### config.mk
export PLATFORM = sky130hd
export DESIGN_NAME = miss_fsm
export DESIGN_NICKNAME = d
export VERILOG_FILES = /design/src/common/mem_ctrl_pkg.sv /design/src/miss_fsm/miss_fsm.sv
export SDC_FILE = /design/constraint.sdc
export NUM_CORES = 1
export LEC_CHECK = 0
export CAP_MARGIN = 20
export CORE_AREA = 2 2 39 41
export DETAILED_ROUTE_END_ITERATION = 8
export DIE_AREA = 0 0 41 43
export DONT_BUFFER_PORTS = 1
export PLACE_DENSITY = 0.43
export SLEW_MARGIN = 0
export SYNTH_ARGS = -nofsm -noshare
export SYNTH_HDL_FRONTEND = slang
export SYNTH_SLANG_ARGS = --single-unit
### constraint.sdc
create_clock -name clk -period 1.4 [get_ports clk]
set_input_delay 0.28 -clock clk [delete_from_list [all_inputs] [get_ports clk]]
set_output_delay 0.28 -clock clk [all_outputs]
set_load 0.1 [all_outputs]
### src/common/mem_ctrl_pkg.sv
package mem_ctrl_pkg;

    ////////////////////
    // address split
    ////////////////////
    // word address, line = tag | l2 index | word select
    localparam int addr_w     = 28;
    localparam int word_sel_w = 2;   // addr[1:0]
    localparam int l2_index_w = 9;   // addr[10:2]
    localparam int l2_tag_w   = 17;  // addr[27:11]
    localparam int l1_index_w = 8;   // addr[9:2]
    localparam int l1_tag_w   = 18;  // addr[27:10]
    localparam int mem_addr_w = l2_tag_w + l2_index_w;  // line address into memory

    ////////////////////
    // data and ways
    ////////////////////
    localparam int line_w         = 512;
    localparam int word_w         = 128;
    localparam int words_per_line = line_w / word_w;
    localparam int l2_ways        = 4;
    localparam int l1_ways        = 2;
    localparam int l2_way_w       = $clog2(l2_ways);
    localparam int l1_way_w       = $clog2(l1_ways);

    localparam logic rw_read = 1'b0;  // write requests carry 1

    ////////////////////
    // types
    ////////////////////
    typedef struct packed {
        logic                rw;
        logic [addr_w-1:0]   addr;
        logic [l2_way_w-1:0] l2_way;
        logic [l1_way_w-1:0] l1_way;
        logic                ic_en;
        logic                dc_en;
    } mem_req_t;

    // L2 read side for the set being replaced
    typedef struct packed {
        logic [l2_ways-1:0]                valid;
        logic [l2_ways-1:0][l2_tag_w-1:0]  tag;
        logic [l2_ways-1:0][line_w-1:0]    line;
    } l2_victim_t;

    // memory sees a flat line, refill picks one word of it
    typedef union packed {
        logic [line_w-1:0]                     flat;
        logic [words_per_line-1:0][word_w-1:0] word;
    } line_u;

    typedef struct packed {
        logic                  valid;
        logic [l1_tag_w-1:0]   tag;
    } l1_tag_t;

    typedef struct packed {
        logic                  valid;
        logic [l2_tag_w-1:0]   tag;
    } l2_tag_t;

    typedef struct packed {
        logic [l1_ways-1:0]    we;     // one per L1 way
        logic [l1_index_w-1:0] index;
        l1_tag_t               tag;
        logic [word_w-1:0]     data;
    } l1_fill_t;

    typedef struct packed {
        logic [l2_ways-1:0]    way_we;
        logic [l2_index_w-1:0] index;
        l2_tag_t               tag;
        line_u                 line;
    } l2_fill_t;

    typedef enum logic [1:0] {
        IDLE,
        WRITEBACK,
        REFILL,
        COMMIT
    } miss_state_e;

endpackage

### src/miss_fsm/miss_fsm.sv
`timescale 1ns/100ps

module miss_fsm (
    input  logic clk,
    input  logic arst_n,
    input  logic access_clean,
    input  logic access_dirty,
    input  logic mem_complete_r,
    input  logic mem_complete_w,
    input  logic l2_complete_w,
    output logic mem_re,
    output logic mem_we,
    output logic busy,
    output logic mem_access_complete,
    output logic capture,
    output logic to_refill,
    output logic line_arrived,
    output logic commit_done
);

    mem_ctrl_pkg::miss_state_e state;
    mem_ctrl_pkg::miss_state_e state_next;

    ////////////////////
    // strobes to the datapath
    ////////////////////
    // each one is qualified by the state, so a stray completion does nothing
    assign capture      = (state == mem_ctrl_pkg::IDLE) && (access_clean || access_dirty);
    assign to_refill    = (state == mem_ctrl_pkg::WRITEBACK) && mem_complete_w;
    assign line_arrived = (state == mem_ctrl_pkg::REFILL) && mem_complete_r;
    assign commit_done  = (state == mem_ctrl_pkg::COMMIT) && l2_complete_w;

    ////////////////////
    // next state
    ////////////////////
    always_comb begin
        state_next = state;
        case (state)
            mem_ctrl_pkg::IDLE: begin
                // dirty wins since the victim has to leave first
                if (access_dirty) begin
                    state_next = mem_ctrl_pkg::WRITEBACK;
                end else if (access_clean) begin
                    state_next = mem_ctrl_pkg::REFILL;
                end
            end
            mem_ctrl_pkg::WRITEBACK: begin
                if (mem_complete_w) begin
                    state_next = mem_ctrl_pkg::REFILL;
                end
            end
            mem_ctrl_pkg::REFILL: begin
                if (mem_complete_r) begin
                    state_next = mem_ctrl_pkg::COMMIT;  // line is with the router now
                end
            end
            mem_ctrl_pkg::COMMIT: begin
                if (l2_complete_w) begin
                    state_next = mem_ctrl_pkg::IDLE;
                end
            end
            default: begin
                state_next = mem_ctrl_pkg::IDLE;
            end
        endcase
    end

    ////////////////////
    // state and registered outputs
    ////////////////////
    always_ff @(posedge clk or negedge arst_n) begin
        if (!arst_n) begin
            state               <= mem_ctrl_pkg::IDLE;
            mem_re              <= 1'b0;
            mem_we              <= 1'b0;
            busy                <= 1'b0;
            mem_access_complete <= 1'b0;
        end else begin
            state               <= state_next;
            mem_access_complete <= commit_done;  // single cycle by construction

            if (capture) begin
                busy   <= 1'b1;
                mem_we <= access_dirty;
                mem_re <= !access_dirty;
            end

            // the new line is read straight after the writeback
            if (to_refill) begin
                mem_we <= 1'b0;
                mem_re <= 1'b1;
            end

            if (line_arrived) begin
                mem_re <= 1'b0;
            end

            if (commit_done) begin
                busy <= 1'b0;
            end
        end
    end

    ////////////////////
    // checks
    ////////////////////
    // memory sees one command at a time
    mem_cmd_exclusive: assert property (
        @(posedge clk) disable iff (!arst_n)
        !(mem_re && mem_we)
    );

    complete_single_cycle: assert property (
        @(posedge clk) disable iff (!arst_n)
        mem_access_complete |=> !mem_access_complete
    );

    // no memory command outside a busy frame
    cmd_inside_busy: assert property (
        @(posedge clk) disable iff (!arst_n)
        (mem_re || mem_we) |-> busy
    );

endmodule

==> reports/metrics.cfg <==
[outcome]
status = complete, but fails checks
violations = setup timing

[timing]
finalCritPeriodShare_pct = 111
max_freq_mhz = 641
slew_headroom_pct = 78.9
tns_ns = -0.595
hold_viol_final = 0
setup_viol = 5
fin_skew_ns = 0.00196
maxSlewViolCount = 0
worstMarginPinSlew_ns = 0.317
setup_ws_ns = -0.161
fin_crit_ns = 1.56
rsz0062_at_grt = yes

[drt]
drt-total-wl_um = 1070
drtPass1Iterations = 2
ant_nets = 0
vias = 370
viasPerCell = 5.07
drtIter0Drc = 5
wire_per_inst_um = 14.7
drc_errors = 0

[logic_synthesis]
syn_area_um2 = 384
synth_nets = 52
yosys-top-cells-area = dfrtp_1, ha_1, and2_1
synth_cells = 40
synth_top_area_share_pct = 39.1
synth-edff-count = 0
async_flop_share_pct = 100
synthMostInstantiatedCell = dfrtp_1
synth_ff_type = dfrtp_1
ys_seq_elements = 6
synth_top_cell_by_area = dfrtp_1
synth-seq-area-share_pct = 39.1
synthDistinctLibCells = 18
synth_top_cells_by_count = dfrtp_1, ha_1, and2_1, nor2_1, inv_1
synth_warnings = 0
synth_area_per_cell_um2 = 9.60

[clock_network]
clk_path_buf_depth = 2
clk_latency_ns = 0.24
cts_tree = yes
cts_buffers = 3
h-tree-depth = 1
cts_sinks = 6
clk_pin_slew_ns = 0.05
clockRootBuffer = clkbuf_4

[setup_path]
arrival_ns = 1.28
path_class = register to output port
critPathCaptureType = output port
start_kind = register
critPathMaxFanout = 5
worstPathRequired_ns = 1.12

[global_route]
first_global_vias = 380
grt_util_all_layers_pct = 12.9
overflow = 0
grt_pass1_wl_um = 1460
grt_max_degree = 7
antenna_found_initial = 0

[place]
io_buffers = 0
place_hpwl_um = 697
globalplace.congestion = 0.756
dpl.cell_count = 64

[floorplan]
dieArea_um2 = 1760
row_count = 14
initial_utilization_pct = 27.8
die_y_um = 43
core_um2 = 1380
die_x_um = 41
ioPinCount = 15

[layout]
instances_no_fill = 73
insertedDiodeCount = 0
drive_gt1_share_pct = 59.6
final_nets = 71
area_growth_pct = 74.3

[worst_hold_path]
hold_path_class = primary input to register

[run]
cap_violations = 0

-- flip-flops by register name, summed over array words and instances, names as in the netlist --
| register | count |
|---|---|
| mem_access_complete | 1 |
| state | 2 |
| mem_re | 1 |
| busy | 1 |
| mem_we | 1 |
-- stage by stage --
| step | utilization (%) | hold slack (ns) | instance area, um2 | worst slack, ns |
|---|---|---|---|---|
| floorplan | - | -0.0156 | 417 | -0.147 |
| global placement | 38.6 | -0.0154 | 534 | 0.00353 |
| detailed placement | 38.6 | -0.0154 | 534 | -0.0359 |
| CTS | 44.2 | 0.247 | 612 | -0.168 |
| global route | 48.4 | 0.235 | 669 | -0.209 |
| finish | 48.4 | 0.254 | 669 | -0.161 |
-- final cells by class --
| type | instances | area (um2) |
|---|---|---|
| repair buffers | 14 | 149 |
| multi-input cells | 31 | 309 |
| clock buffers | 3 | 22.5 |
| inverters | 3 | 17.5 |
| well taps | 16 | 20.0 |
| flip-flops and latches | 6 | 151 |
| fillers | 135 | 714 |
-- critical path, stage by stage (launching register included) --
cell and delay (ns):
dfrtp_2 0.45, ha_1 0.21, and2_2 0.21, buf_12 0.17
-- cells by family after synthesis --
family,share of synthesized area [%]
AND/OR/NAND/NOR,28.0
AO/OA/AOI/OAI,13.7
flip-flops,39.1
adder cells (fa/ha/maj),16.3
buffers and inverters,2.93
-- placed cells by master, fill, tap and decap left out, types with 2 or more instances in the layout --
cell type,Yosys,final
ha_1,5,2
nand2b_4,0,2
buf_12,0,3
nand4_1,2,2
nor2_1,4,4
ha_4,0,3
buf_4,0,9
clkbuf_4,0,3
and2_4,0,2
a41oi_2,0,2
dfrtp_1,6,5
-- per-layer routing --
metal,GRT usage (%),wire length [um],vias to the layer above
li1,-,-,176
met1,12.7,423,180
met2,19.4,569,12
met3,6.28,69,2
met4,10.0,12,0
met5,0,0,-
-- repair_timing --
action / CTS / global route
resized for setup: 6 / 8
endpoints found under the hold margin: 6 / 0
hold buffers: 1 / 0
gates cloned: 0 / 0
buffers inserted: 3 / 2
setup endpoints to repair: 5 / 6
pin swaps: 3 / 4
-- worst paths after layout --
path                       slack, ns          start  cells after the start             endpoint
max                            -0.16       state[1]                      3          commit_done
min                             0.25  l2_complete_w                      1  mem_access_complete
max reg2reg                        0       state[0]                      7             state[1]
min reg2reg                     0.67         mem_re                      3               mem_re
max in group asynchronous       0.80         arst_n                      1             state[1]
min in group asynchronous       0.36         arst_n                      1  mem_access_complete
Power is not shown: default switching activity piles up to over one toggle a cycle in this logic, so the estimate is an artifact.
