===== src/common/mem_ctrl_pkg.sv =====
package mem_ctrl_pkg;

    ////////////////////
    // address split
    ////////////////////
    // word address, line = tag | l2 index | word select
    localparam int addr_w     = 28;
    localparam int word_sel_w = 2;   // addr[1:0]
    localparam int l2_index_w = 9;   // addr[10:2]
    localparam int l2_tag_w   = 17;  // addr[27:11]
    localparam int l1_index_w = 8;   // addr[9:2]
    localparam int l1_tag_w   = 18;  // addr[27:10]
    localparam int mem_addr_w = l2_tag_w + l2_index_w;  // line address into memory

    ////////////////////
    // data and ways
    ////////////////////
    localparam int line_w         = 512;
    localparam int word_w         = 128;
    localparam int words_per_line = line_w / word_w;
    localparam int l2_ways        = 4;
    localparam int l1_ways        = 2;
    localparam int l2_way_w       = $clog2(l2_ways);
    localparam int l1_way_w       = $clog2(l1_ways);

    localparam logic rw_read = 1'b0;  // write requests carry 1

    ////////////////////
    // types
    ////////////////////
    typedef struct packed {
        logic                rw;
        logic [addr_w-1:0]   addr;
        logic [l2_way_w-1:0] l2_way;
        logic [l1_way_w-1:0] l1_way;
        logic                ic_en;
        logic                dc_en;
    } mem_req_t;

    // L2 read side for the set being replaced
    typedef struct packed {
        logic [l2_ways-1:0]                valid;
        logic [l2_ways-1:0][l2_tag_w-1:0]  tag;
        logic [l2_ways-1:0][line_w-1:0]    line;
    } l2_victim_t;

    // memory sees a flat line, refill picks one word of it
    typedef union packed {
        logic [line_w-1:0]                     flat;
        logic [words_per_line-1:0][word_w-1:0] word;
    } line_u;

    typedef struct packed {
        logic                  valid;
        logic [l1_tag_w-1:0]   tag;
    } l1_tag_t;

    typedef struct packed {
        logic                  valid;
        logic [l2_tag_w-1:0]   tag;
    } l2_tag_t;

    typedef struct packed {
        logic [l1_ways-1:0]    we;     // one per L1 way
        logic [l1_index_w-1:0] index;
        l1_tag_t               tag;
        logic [word_w-1:0]     data;
    } l1_fill_t;

    typedef struct packed {
        logic [l2_ways-1:0]    way_we;
        logic [l2_index_w-1:0] index;
        l2_tag_t               tag;
        line_u                 line;
    } l2_fill_t;

    typedef enum logic [1:0] {
        IDLE,
        WRITEBACK,
        REFILL,
        COMMIT
    } miss_state_e;

endpackage


===== src/design/refill_router.sv =====
`timescale 1ns/100ps

module refill_router (
    input  logic                   clk,
    input  logic                   arst_n,
    input  mem_ctrl_pkg::mem_req_t held_req,
    input  mem_ctrl_pkg::line_u    mem_rd,
    input  logic                   line_arrived,
    input  logic                   commit_done,
    output mem_ctrl_pkg::l2_fill_t l2_fill,
    output mem_ctrl_pkg::l1_fill_t ic_fill,
    output mem_ctrl_pkg::l1_fill_t dc_fill
);

    logic [mem_ctrl_pkg::l2_ways-1:0]    l2_way_dec;
    logic [mem_ctrl_pkg::l1_ways-1:0]    l1_way_dec;
    logic                                rd_fill;  // read miss, L1 takes the word

    // control
    logic [mem_ctrl_pkg::l2_ways-1:0]    way_we;
    logic [mem_ctrl_pkg::l1_ways-1:0]    ic_we;
    logic [mem_ctrl_pkg::l1_ways-1:0]    dc_we;

    // payload
    mem_ctrl_pkg::line_u                 fill_line;
    logic [mem_ctrl_pkg::word_w-1:0]     fill_word;
    logic [mem_ctrl_pkg::l2_index_w-1:0] l2_index;
    mem_ctrl_pkg::l2_tag_t               l2_tag;
    logic [mem_ctrl_pkg::l1_index_w-1:0] l1_index;
    mem_ctrl_pkg::l1_tag_t               l1_tag;

    always_comb begin
        l2_way_dec                  = '0;
        l2_way_dec[held_req.l2_way] = 1'b1;
        l1_way_dec                  = '0;
        l1_way_dec[held_req.l1_way] = 1'b1;
    end

    assign rd_fill = (held_req.rw == mem_ctrl_pkg::rw_read);

    ////////////////////
    // enables
    ////////////////////
    always_ff @(posedge clk or negedge arst_n) begin
        if (!arst_n) begin
            way_we <= '0;
            ic_we  <= '0;
            dc_we  <= '0;
        end else begin
            ic_we <= '0;  // L1 fills are pulses
            dc_we <= '0;
            if (line_arrived) begin
                way_we <= l2_way_dec;  // held until L2 acks
                ic_we  <= (rd_fill && held_req.ic_en) ? l1_way_dec : '0;
                dc_we  <= (rd_fill && held_req.dc_en) ? l1_way_dec : '0;
            end else if (commit_done) begin
                way_we <= '0;
            end
        end
    end

    ////////////////////
    // line, word and tags
    ////////////////////
    always_ff @(posedge clk) begin
        if (line_arrived) begin
            fill_line <= mem_rd;
            fill_word <= mem_rd.word[held_req.addr[mem_ctrl_pkg::word_sel_w-1:0]];
            l2_index  <= held_req.addr[mem_ctrl_pkg::word_sel_w +: mem_ctrl_pkg::l2_index_w];
            l2_tag    <= {1'b1, held_req.addr[mem_ctrl_pkg::addr_w-1 -: mem_ctrl_pkg::l2_tag_w]};
            l1_index  <= held_req.addr[mem_ctrl_pkg::word_sel_w +: mem_ctrl_pkg::l1_index_w];
            l1_tag    <= {1'b1, held_req.addr[mem_ctrl_pkg::addr_w-1 -: mem_ctrl_pkg::l1_tag_w]};
        end
    end

    assign l2_fill = '{way_we: way_we, index: l2_index, tag: l2_tag, line: fill_line};

    // both L1s see the same word, only the enables differ
    assign ic_fill = '{we: ic_we, index: l1_index, tag: l1_tag, data: fill_word};
    assign dc_fill = '{we: dc_we, index: l1_index, tag: l1_tag, data: fill_word};

    ////////////////////
    // checks
    ////////////////////
    way_we_onehot: assert property (
        @(posedge clk) disable iff (!arst_n)
        $onehot0(l2_fill.way_we)
    );

    // an L1 fill only goes out in the cycle the L2 write starts
    l1_fill_with_l2: assert property (
        @(posedge clk) disable iff (!arst_n)
        (|ic_fill.we || |dc_fill.we) |-> $rose(|l2_fill.way_we)
    );

endmodule


===== config.mk =====
export PLATFORM = sky130hd
export DESIGN_NAME = refill_router
export DESIGN_NICKNAME = d
export VERILOG_FILES = /design/src/common/mem_ctrl_pkg.sv /design/src/design/refill_router.sv
export SDC_FILE = /design/constraint.sdc
export NUM_CORES = 1
export LEC_CHECK = 0
export BUFFER_PORTS_ARGS = -buffer_cell sky130_fd_sc_hd__buf_2
export CORE_AREA = 2 2 545 547
export CTS_BUF_LIST = sky130_fd_sc_hd__clkbuf_8
export DETAILED_ROUTE_END_ITERATION = 8
export DIE_AREA = 0 0 547 549
export GPL_TIMING_DRIVEN = 0
export SYNTH_ARGS = -nofsm -noshare
export SYNTH_HDL_FRONTEND = slang
export SYNTH_SLANG_ARGS = --single-unit

===== constraint.sdc =====
create_clock -name clk -period 0.8 [get_ports clk]
set_input_delay 0.08 -clock clk [delete_from_list [all_inputs] [get_ports clk]]
set_output_delay 0.08 -clock clk [all_outputs]
set_load 0.01 [all_outputs]

==> results of run 1 <==
logic make-up (layout without fill, tap and decap cells):
| logic type | after synthesis | in the layout | share of synthesized area (%) |
|---|---|---|---|
| flip-flops | 674 | 674 | 81.25 |
| AND/OR/NAND/NOR | 6 | 6 | 0.1611 |
| multiplexers | 128 | 128 | 11.60 |
| buffers and inverters | 213 | 2845 | 6.819 |
| AO/OA/AOI/OAI | 4 | 4 | 0.1611 |
| other | 1 | 75 | 0.01508 |
report_power, final:
group / leakage (nW) / switching, mW / internal (mW)
Combinational: 12.6 / 10.3 / 11.2
Sequential: 6.63 / 1.76 / 42.3
Clock: 1.43 / 17.9 / 18.6
Total: 20.7 / 30.0 / 72.1
flip-flops by register name, summed over array words and instances (netlist names):
name and cells:
l2_fill 17, dc_fill 1, l2_index 8, fill_line 512, dc_we 2, ic_we 2
way_we 4, fill_word 128
placed cells by master, fill, tap and decap left out, types with 2 or more instances in the layout:
| master | synthesis | final |
|---|---|---|
| buf_4 | 183 | 50 |
| clkinvlp_4 | 0 | 8 |
| dlygate4sd3_1 | 0 | 978 |
| and3_1 | 2 | 2 |
| buf_8 | 0 | 3 |
| mux4_2 | 128 | 128 |
| bufinv_16 | 0 | 7 |
| buf_16 | 0 | 7 |
| buf_12 | 10 | 19 |
| inv_8 | 0 | 4 |
| inv_6 | 0 | 5 |
| and3b_1 | 2 | 2 |
| clkinv_2 | 0 | 16 |
| diode_2 | 0 | 72 |
| edfxtp_1 | 666 | 666 |
| clkinv_1 | 0 | 22 |
| clkbuf_8 | 0 | 139 |
| inv_1 | 2 | 35 |
| a32o_1 | 4 | 4 |
| dfrtp_1 | 8 | 8 |
| buf_2 | 13 | 1053 |
| conb_1 | 1 | 3 |
| buf_6 | 4 | 497 |
critical path, cell delays in order, from the launching register on:
cell and delay (ns):
edfxtp_1 0.54, buf_6 0.19, buf_6 0.11
timing repair:
item                        CTS  global route
hold endpoints to repair    884           195
pin swaps                     0             0
buffers inserted              8             3
gates resized for setup     461           226
setup endpoints to repair  1177          1316
layer usage:
layer / vias to the layer above / part of all wire [%]
met5: - / 0.59
met4: 190 / 5.3
met3: 647 / 14
met2: 1958 / 44
met1: 11350 / 37
li1: 9242 / -
cell type report:
class	count	area [µm²]	area share [%]
multi-input combinational	141	2974	5.663
antenna	72	180.2	0.3431
clock buffer	139	1913	3.643
tap	3939	4928	9.384
timing repair buffer	2397	19420	36.97
buffer	211	2238	4.262
inverter	2	7.507	0.01429
sequential	674	20200	38.46
clock inverter	96	661.9	1.260
worst paths after layout:
path,end,slack [ns],cells after the start
max in group asynchronous,way_we[3],0.27,3
worst max register to register,way_we[3],-0.03,2
min in group asynchronous,dc_we[1],0.21,3
worst max-delay path,ic_fill[16],-1.06,2
worst min register to register,way_we[1],0.53,1
worst min-delay path,fill_word[47],-0.37,1
metrics by stage:
stage               util, %  TNS (ns)  setup WS (ns)  power (mW)  hold slack [ns]
floorplan                 -    -39.45        -0.3232       48.77          -0.2156
global placement      12.49  -7929.90         -12.27       55.95         -0.05366
detailed placement    12.56   -729.31         -1.812       58.34         -0.04984
CTS                   17.47   -819.52         -1.221       103.0          -0.5325
global route          17.76   -838.00         -1.140       105.7          -0.4485
finish                17.80   -757.07         -1.057       102.1          -0.3657
==> impl_results.md, run 1 <==
- DIE AREA: 0.3003 mm²
- IO Pins: 1407
- Clk_skew: 0 ns
- WL per Instance: 28.10 µm
- Critical Path RT: 0.72 ns
- Root buffer cell: clkbuf_8
- Pre-antenna DRT Iters: 5
- Cts bufs inserted: 138
- Number of antenna-violating nets in the routed design: 0
- Reg2reg start: way_we[3]
- DP Wirelength: 178700 µm
- Post-synthesis cell area: 0.02486 mm²
- Critical path class: flip-flop to primary output
- Total vias in the final route: 23390
- Core area: 0.2950 mm²
- Placed Area: 0.03705 mm²
- Max transition margin: 32.75%
- Worst-Margin Slew: 1.009 ns
- Final Setup Violations: 1435
- Final worst path period share: 232.2%
- Synth top area share: 80.44%
- Post-synth top flop: edfxtp_1
- Layout Cells excl Fill: 7671
- Crit path arrival time: 1.78 ns
- RSZ-0062 raised after global routing: yes
- Filler instances: 31980
- CTS tree: done
- Met2 usage: 21.27%
- EDFF count, synth: 666
- Buffers on Ports: 1401
- FF+latch count, synth: 674
- Die height: 549 µm
- Pwr dens: 1944 mW/mm²
- Nets: 4115
- Startpoint class of the critical path: flip-flop
- HP Class: input pin to flip-flop
- Clock-pin transition on the worst setup and hold timing paths: 0.06 ns
- Post-layout min period: 1.857 ns
- Crit. Startpoint: fill_word[16]
- Starting DRT DRC Count: 2015
- Global Route met3 Usage: 7.501%
- Failing checks: negative hold slack, negative setup slack
- Max cap viols: 0
- WHS: -0.3657 ns
- Synth cell count leaders: edfxtp_1, buf_4, mux4_2
- Crit Path Max Fanout: 2
- Row cnt: 200
- Mapped Cells: 1026
- Gr busiest metal: met2
- Area Overhead vs Synth: 111.2%
- Area leader, netlist: edfxtp_1
- CTS HTree Levels: 4
- # DRC: 0
- Die width: 547 µm
- Fraction of layout cells with a size suffix above 1: 52.95%
- Hold-fix buffers, CTS: 978
- Fin. Hold Viols: 98
- Syn. warnings: 0
- GP Congestion: 0.9577
- DP Cell Count: 6375
- Total clock sinks: 674
- Most frequent cell after synthesis: edfxtp_1
- First-pass GRT wire length: 263400 µm
- Clk_lat worst skew: 0.86 ns
- CTS max path bufs: 4
- Slew Viols, Final: 0
- Register area share after synthesis: 81.25%
- Status: finished with violations
- Worst Setup Slack, final: -1.057 ns
- Starting Density: 8.427%
- Leakage: 20.70 nW
- Highest clock rate: 538.4 MHz
- Async SR Flop Fraction: 1.187%
- Netlist cell types: 15
- Vias per Instance: 3.049
- Vias in the first global route: 23720
- Gr usage total: 13.67%
- Largest net degree at the start of global routing: 133
- Peak VDD IR: 0.001326 V
- Hold_sp: line_arrived
- Antenna violations before repair: 251
- Met1 Usage GRT: 15.23%
- Post-route cell area: 0.05252 mm²
- GRT overflow: 0
- Crit end category: primary output
- Area contributors post-synth: edfxtp_1, mux4_2, buf_4
- Post-Route WL: 215600 µm
- Average cell area after synthesis: 24.23 µm²
Note: power is estimated with default switching activity, not from simulation.
==> run 2, diff against run 1 <==
--- a/config.mk
+++ b/config.mk
@@ -7,4 +7,6 @@
 export LEC_CHECK = 0
 export BUFFER_PORTS_ARGS = -buffer_cell sky130_fd_sc_hd__buf_2
+export CELL_PAD_IN_SITES_DETAIL_PLACEMENT = 1
+export CELL_PAD_IN_SITES_GLOBAL_PLACEMENT = 1
 export CORE_AREA = 2 2 545 547
 export CTS_BUF_LIST = sky130_fd_sc_hd__clkbuf_8
@@ -12,5 +14,7 @@
 export DIE_AREA = 0 0 547 549
 export GPL_TIMING_DRIVEN = 0
+export PLACE_DENSITY_LB_ADDON = 0.1
 export SYNTH_ARGS = -nofsm -noshare
 export SYNTH_HDL_FRONTEND = slang
 export SYNTH_SLANG_ARGS = --single-unit
+export TNS_END_PERCENT = 1
==> constraint.sdc (replaced) <==
create_clock -name clk -period 0.8 [get_ports clk]
set_input_delay 0.08 -clock clk [delete_from_list [all_inputs] [get_ports clk]]
set_output_delay 0.08 -clock clk [all_outputs]
set_load 0.005 [all_outputs]
==> run 2 against run 1 <==
The flow still finishes with violations (negative hold slack, negative setup slack). Die area unchanged. Clock-buffer cell count increased by 24. Core utilization fell by 0.27 points. Routed wire length down 15%. Hold slack worse by 0.038 ns. Critical path depth stayed put.
==> impl_results.md, run 2 (synthesis gave the netlist of run 1 again) <==
- Status: finished with violations
- Failing checks: negative hold slack, negative setup slack
- Hold endpoint: fill_word[72]
- Hold_sp: line_arrived
- Total clock sinks: 674 (unchanged)
- CTS HTree Levels: 4 (unchanged)
- Worst Hold Depth: 1 (unchanged)
- Starting Density: 8.427% (unchanged)
- Total vias in the final route: 22150 (-5.3%)
- Starting DRT DRC Count: 857 (-57%)
- Setup TNS: -720.90 ns (+36.16 ns)
- Cts bufs inserted: 159 (+15%)
- Leakage: 20.95 nW (+1.2%)
- DP Cell Count: 6376 (+0.016%)
- DP Wirelength: 144900 µm (-19%)
- Layout Cells excl Fill: 7849 (+2.3%)
- First-pass GRT wire length: 232800 µm (-12%)
- Crit-path cells: buf_4 > buf_6
- FF-to-FF End: way_we[0]
- Worst Setup Slack, final: -0.9997 ns (+0.05777 ns)
- Vias in the first global route: 23530 (-0.80%)
- Area Overhead vs Synth: 108.1%
- WHS: -0.4038 ns (-0.03802 ns)
- DIE AREA: 0.3003 mm² (unchanged)
- Clock-pin transition on the worst setup and hold timing paths: 0.06 ns (about the same)
- Final worst path period share: 225.0% (-7.2 points)
- Reg2Reg Depth: 1 (-1)
- Core area: 0.2950 mm² (unchanged)
- Gr usage total: 11.53% (-2.1 points)
- Crit path arrival time: 1.72 ns (-0.06 ns)
- Number of antenna-violating nets in the routed design: 0 (unchanged)
- Pre-antenna DRT Iters: 4 (-1)
- Crit. Startpoint: fill_word[86]
- Row cnt: 200 (unchanged)
- Fraction of layout cells with a size suffix above 1: 52.73% (-0.22 points)
- Reg2reg start: way_we[0]
- Filler instances: 33560 (+4.9%)
- Placed Area: 0.03707 mm² (about the same)
- Post-layout min period: 1.800 ns (-0.05777 ns)
- Clk_lat worst skew: 0.88 ns (+0.02 ns)
- HP Class: input pin to flip-flop
- Critical-path top delay cell: edfxtp_1
- Fin. Hold Viols: 124 (+27%)
- Peak VDD IR: 0.0008999 V (-32%)
- Post-route cell area: 0.05173 mm² (-1.5%)
- Most flop-heavy register: fill_line
- Post-Route WL: 183300 µm (-15%)
- Slowest Stage Delay on Critical Path: 0.51 ns (-0.03 ns)
- Nets: 4316 (+4.9%)
- Most frequent cells in the layout: buf_2, dlygate4sd3_1, edfxtp_1, buf_4, clkbuf_8
- IO Pins: 1407 (unchanged)
- GRT overflow: 0 (unchanged)
- CTS max path bufs: 4 (unchanged)
- Vias per Instance: 2.822 (-7.4%)
- Area occupied by multi-input gates: 0.002977 mm² (about the same)
- Startpoint class of the critical path: flip-flop
- Register area: 0.02020 mm² (about the same)
- Die height: 549 µm (unchanged)
- GP Congestion: 0.7611 (-21%)
- # DRC: 0 (unchanged)
- Die width: 547 µm (unchanged)
- Worst-Margin Slew: 0.9964 ns (-0.01223 ns)
- RSZ-0062 raised after global routing: yes
- Max transition margin: 33.35% (+0.60 points)
- Pwr dens: 1931 mW/mm² (-0.66%)
- Largest net degree at the start of global routing: 104 (-22%)
- Clk_skew: 0 ns (unchanged)
- Power Total: 99.90 mW (-2.2%)
- Highest clock rate: 555.7 MHz (+3.2%)
- Critical path class: flip-flop to primary output
- Crit end category: primary output
- Antenna violations before repair: 143 (-43%)
- Max cap viols: 0 (unchanged)
- Setup slack, reg-to-reg: 0.08 ns (+0.11 ns)
- Final Setup Violations: 1191 (-17%)
- Buffers on Ports: 1401 (unchanged)
- Slew Viols, Final: 0 (unchanged)
- WL per Instance: 23.35 µm (-17%)
- Critical Path RT: 0.72 ns (about the same)
- Crit Path Max Fanout: 2 (unchanged)
- Commonest non-fill, non-tap cell in the layout: buf_2
- Root buffer cell: clkbuf_8
- Max reg flops: 512 (unchanged)
- CTS tree: done
run 2: cell count changes in the layout (fill, tap and decap cells not counted), sizes merged:
cell and delta:
diode -38, dlygate4sd3 +80, clkinv -9, clkinvlp -5, dlymetal6s4s +1, buf +89, clkbuf +34, inv +29
bufinv -3
run 2: repair_timing:
action | in CTS | in global routing
buffers inserted | 3 | 0
hold buffers | 1057 | 99
hold endpoints to repair | 886 | 478
setup endpoints to repair | 1288 | 1325
gates resized for setup | 70 | 125
cloned | 0 | 9
run 2: power by group:
group	total, mW	switching, mW	internal (mW)
Sequential	43.8	1.50	42.3
Combinational	17.3	7.73	9.60
Clock	38.8	18.7	20.1
run 2: stage by stage:
stage               util [%]  setup slack, ns  hold WS (ns)
global route           17.51           -1.163       -0.5557
CTS                    17.22           -1.192       -0.5687
floorplan                  -          -0.3232       -0.2156
finish                 17.53          -0.9997       -0.4038
global placement       12.49           -15.63      -0.05161
detailed placement     12.56           -2.213      -0.05922
run 2: area by class of cell:
| class | instances | share of cell area [%] |
|---|---|---|
| Antenna cell | 34 | 0.1645 |
| Sequential cell | 674 | 39.05 |
| Timing Repair Buffer | 2577 | 36.60 |
| Buffer | 211 | 3.411 |
| Tap cell | 3939 | 9.528 |
| Clock buffer | 163 | 4.337 |
| Multi-Input combinational cell | 141 | 5.754 |
| Clock inverter | 108 | 1.142 |
| Inverter | 2 | 0.01451 |
run 2: worst max path at each step:
| stage | end | slack, ns | cells after the start |
|---|---|---|---|
| after floorplan | fill_word[0] | -0.32 | 3 |
| after global placement | way_we[1] | -15.63 | 3 |
| after detailed placement | fill_line[3] | -2.21 | 5 |
| after CTS | ic_fill[86] | -1.19 | 2 |
| after global routing | ic_fill[51] | -1.16 | 2 |
| final | ic_fill[86] | -1.0 | 2 |
run 2: critical path, delay by kind of cell, from the launching register on:
| kind | cells | cell delay [ns] |
|---|---|---|
| flops | 1 | 0.51 |
| buf+inv | 2 | 0.29 |
run 2: metal layers:
metal	wire length [µm]	vias to the layer above	part of all wire, %	track usage (%)
li1	-	9623	-	-
met1	72630	10880	40	13.46
met2	87300	1244	48	19.40
met3	19290	336	11	5.184
met4	3638	64	2.0	2.267
met5	402	-	0.22	0
==> run 3, diff against run 2 <==
Settings changed: ABC_AREA set to 1.
==> run 3 against run 2 <==
The run still ends with negative hold slack, negative setup slack left. Critical path depth up 3. Global-route usage up 1.6 points. Total power up 3.1%. Sequential share of layout area down 2.5 points. Routed wire length up 11%. Final cell count is 17% higher. Cell area up 6.8%. Synthesized cell count rose by 130%. Register-to-register slack got worse by 0.04 ns. Combinational power grew 9.8%. Critical path type is now input pin to flip-flop. Largest power group unchanged.
==> impl_results.md, run 3 <==
- Starting Density: 9.468% (+1.0 points)
- EDFF count, synth: 666 (unchanged)
- Post-Route WL: 204300 µm (+11%)
- Die height: 549 µm (unchanged)
- Leakage: 25.34 nW (+21%)
- Highest clock rate: 529.5 MHz (-4.7%)
- Total clock sinks: 674 (unchanged)
- # DRC: 0 (unchanged)
- Setup TNS: -891.61 ns (-170.70 ns)
- Vias in the first global route: 29940 (+27%)
- Cts bufs inserted: 165 (+3.8%)
- Row cnt: 200 (unchanged)
- Register area share after synthesis: 72.31% (-8.9 points)
- Average cell area after synthesis: 11.75 µm² (-52%)
- Synth cell count leaders: edfxtp_1, nand2_1, inv_1
- Die width: 547 µm (unchanged)
- Failing checks: negative hold slack, negative setup slack
- Peak VDD IR: 0.0009291 V (+3.2%)
- Post-layout min period: 1.888 ns (+0.08883 ns)
- Most frequent cell after synthesis: edfxtp_1
- Post-synthesis mux area share: 0% (-12 points)
- DP Wirelength: 159000 µm (+9.7%)
- Gr usage total: 13.13% (+1.6 points)
- Crit end category: flip-flop
- Total vias in the final route: 27860 (+26%)
- Crit-path most repeated cell: buf_16
- Status: finished with violations
- Area contributors post-synth: edfxtp_1, nand2_1, inv_1
- Max transition margin: 51.41% (+18 points)
- Crit-path cells: buf_16 > buf_16 > buf_16 > buf_16 > buf_16
- Reg2reg start: way_we[1]
- IO Pins: 1407 (unchanged)
- Clk_skew: 0 ns (unchanged)
- Mapped Cells: 2377 (+130%)
- Starting DRT DRC Count: 1049 (+22%)
- RSZ-0062 raised after global routing: yes
- Antenna violations before repair: 120 (-16%)
- Number of antenna-violating nets in the routed design: 0 (unchanged)
- Pint: 72.10 mW (+0.18%)
- GP Congestion: 0.7590 (-0.28%)
- Area leader, netlist: edfxtp_1
- Root buffer cell: clkbuf_8
- Vias per Instance: 3.028 (+7.3%)
- Crit path to: fill_word[37]
- Commonest non-fill, non-tap cell in the layout: buf_2
- Xor and xnor area share after synthesis: 0% (unchanged)
- Post-route cell area: 0.05526 mm² (+6.8%)
- Largest family of logic cells by synthesized area: buffers and inverters
- Crit. Startpoint: line_arrived
- Worst Setup Slack, final: -1.088 ns (-0.08883 ns)
- GRT overflow: 0 (unchanged)
- Most frequent cells in the layout: buf_2, dlygate4sd3_1, edfxtp_1, nand2_1, inv_1
- Synth top area share: 71.59% (-8.8 points)
- Fraction of layout cells with a size suffix above 1: 36.69% (-16 points)
- Synth Area in Adders: 0% (unchanged)
- CTS max path bufs: 4 (unchanged)
- Largest net degree at the start of global routing: 100 (-3.8%)
- Pwr dens: 1863 mW/mm² (-3.5%)
- Max reg flops: 512 (unchanged)
- DIE AREA: 0.3003 mm² (unchanged)
- Clk_lat worst skew: 0.95 ns (+0.07 ns)
- FF-to-FF End: way_we[1]
- Synth Area in Compound Gates: 0% (-0.16 points)
- Filler instances: 34440 (+2.6%)
- Placed Area: 0.04013 mm² (+8.3%)
- HP Class: input pin to flip-flop
- Area Overhead vs Synth: 97.83%
- Reg2Reg Depth: 2 (+1)
- Critical Path RT: 1.30 ns (+0.58 ns)
- Combinational Power Share: 18.4% (+1.1 points)
- Crit path arrival time: 2.39 ns (+0.67 ns)
- Critical-path top delay cell: buf_16
- Setup slack, reg-to-reg: 0.04 ns (-0.04 ns)
- Switching fraction of total power: 29.96% (+2.0 points)
- Fin. Hold Viols: 160 (+29%)
- Buffers on Ports: 1402 (+0.071%)
- Post-synthesis cell area: 0.02793 mm² (+12%)
- Critical path class: input pin to flip-flop
- Clock power share: 38.9% (about the same)
- Worst-Margin Slew: 0.7264 ns (-0.2701 ns)
- Startpoint class of the critical path: input pin
- WHS: -0.4566 ns (-0.05284 ns)
- Slowest Stage Delay on Critical Path: 0.46 ns (-0.05 ns)
- Crit Path Max Fanout: 99 (+97)
- Slew Viols, Final: 0 (unchanged)
- Seq pwr share: 42.6% (-1.2 points)
- Async SR Flop Fraction: 1.187% (unchanged)
- Post-synth top flop: edfxtp_1
- FF+latch count, synth: 674 (unchanged)
- Syn. warnings: 0 (unchanged)
- Core area: 0.2950 mm² (unchanged)
- Max cap viols: 0 (unchanged)
- CTS HTree Levels: 4 (unchanged)
- Final Setup Violations: 1326 (+11%)
- Final worst path period share: 236.1% (+11 points)
- Pre-antenna DRT Iters: 6 (+2)
- First-pass GRT wire length: 269500 µm (+16%)
- WL per Instance: 22.21 µm (-4.9%)
- Clock-pin transition on the worst setup and hold timing paths: 0.05 ns (about the same)
- Place WS: -2.126 ns (+0.08748 ns)
- Post-synthesis simple-gate area fraction: 13.48% (+13 points)
- Most flop-heavy register: fill_line
- Net Sw Power: 30.84 mW (+10%)
- CTS tree: done
- Netlist cell types: 11 (-4)
- Nets: 5650 (+31%)
## run 3: worst max-delay path: cells and delay by family
family	cells	cell delay [ns]
buffers and inverters	5	1.77
## run 3: layer usage
layer / GRT usage [%] / vias up / wire length, µm
li1: - / 12960 / -
met3: 4.954 / 309 / 17430
met1: 15.29 / 13360 / 82900
met5: 0 / - / 475
met4: 2.926 / 72 / 4504
met2: 22.67 / 1153 / 98930
## run 3: repair_timing
item / 4_1_cts / 5_1_grt
setup buffers: 10 / 2
pin swaps: 0 / 0
gates resized for setup: 147 / 84
endpoints found under the setup margin: 1305 / 1359
endpoints found under the hold margin: 882 / 276
hold buffers: 1103 / 29
gates cloned: 0 / 0
## run 3: worst min path at each step
stage,endpoint,depth (start not counted),start,slack (ns)
4_1_cts,fill_line[482],1,line_arrived,-0.61
6_report,fill_line[482],1,line_arrived,-0.46
3_5_place_dp,dc_we[0],1,arst_n,0.01
2_1_floorplan,dc_we[0],0,arst_n,-0.22
3_3_place_gp,ic_we[0],1,arst_n,0.01
5_1_grt,fill_line[482],1,line_arrived,-0.57
## run 3: area by class of cell
class	count	area, µm²	share of cell area (%)
sequential	674	20210	36.56
timing repair buffer	2554	19280	34.89
tap	3939	4928	8.918
multi-input combinational	917	3782	6.844
clock buffer	168	2312	4.184
buffer	268	2116	3.829
inverter	520	1957	3.541
clock inverter	115	571.8	1.035
antenna	43	107.6	0.1947
## run 3: metrics by stage
stage                     util (%)  total power [mW]  hold WS, ns  std cells
final                        18.73             102.9      -0.4566       9198
after global routing         18.71             109.0      -0.5686       9174
after CTS                    18.55             106.6      -0.6140       9124
after detailed placement     13.60             58.64      0.01107       7728
after floorplan                  -             47.91      -0.2156       2379
after global placement       13.53             55.54     0.009611       7720
## run 3: cell families after synthesis
| kind of cell | after synthesis |
|---|---|
| buffers and inverters | 788 |
| flip-flops | 674 |
| other | 1 |
| AND/OR/NAND/NOR | 914 |
## run 3: power groups by stage
stage                     registers [mW]  logic (mW)  clock network, mW
after floorplan                     44.3        3.65                  0
after global placement              43.8        11.7                  0
after detailed placement            44.7        14.0                  0
after CTS                           44.0        19.5               43.2
after global routing                44.2        20.7               44.1
final                               43.9        19.0               40.1
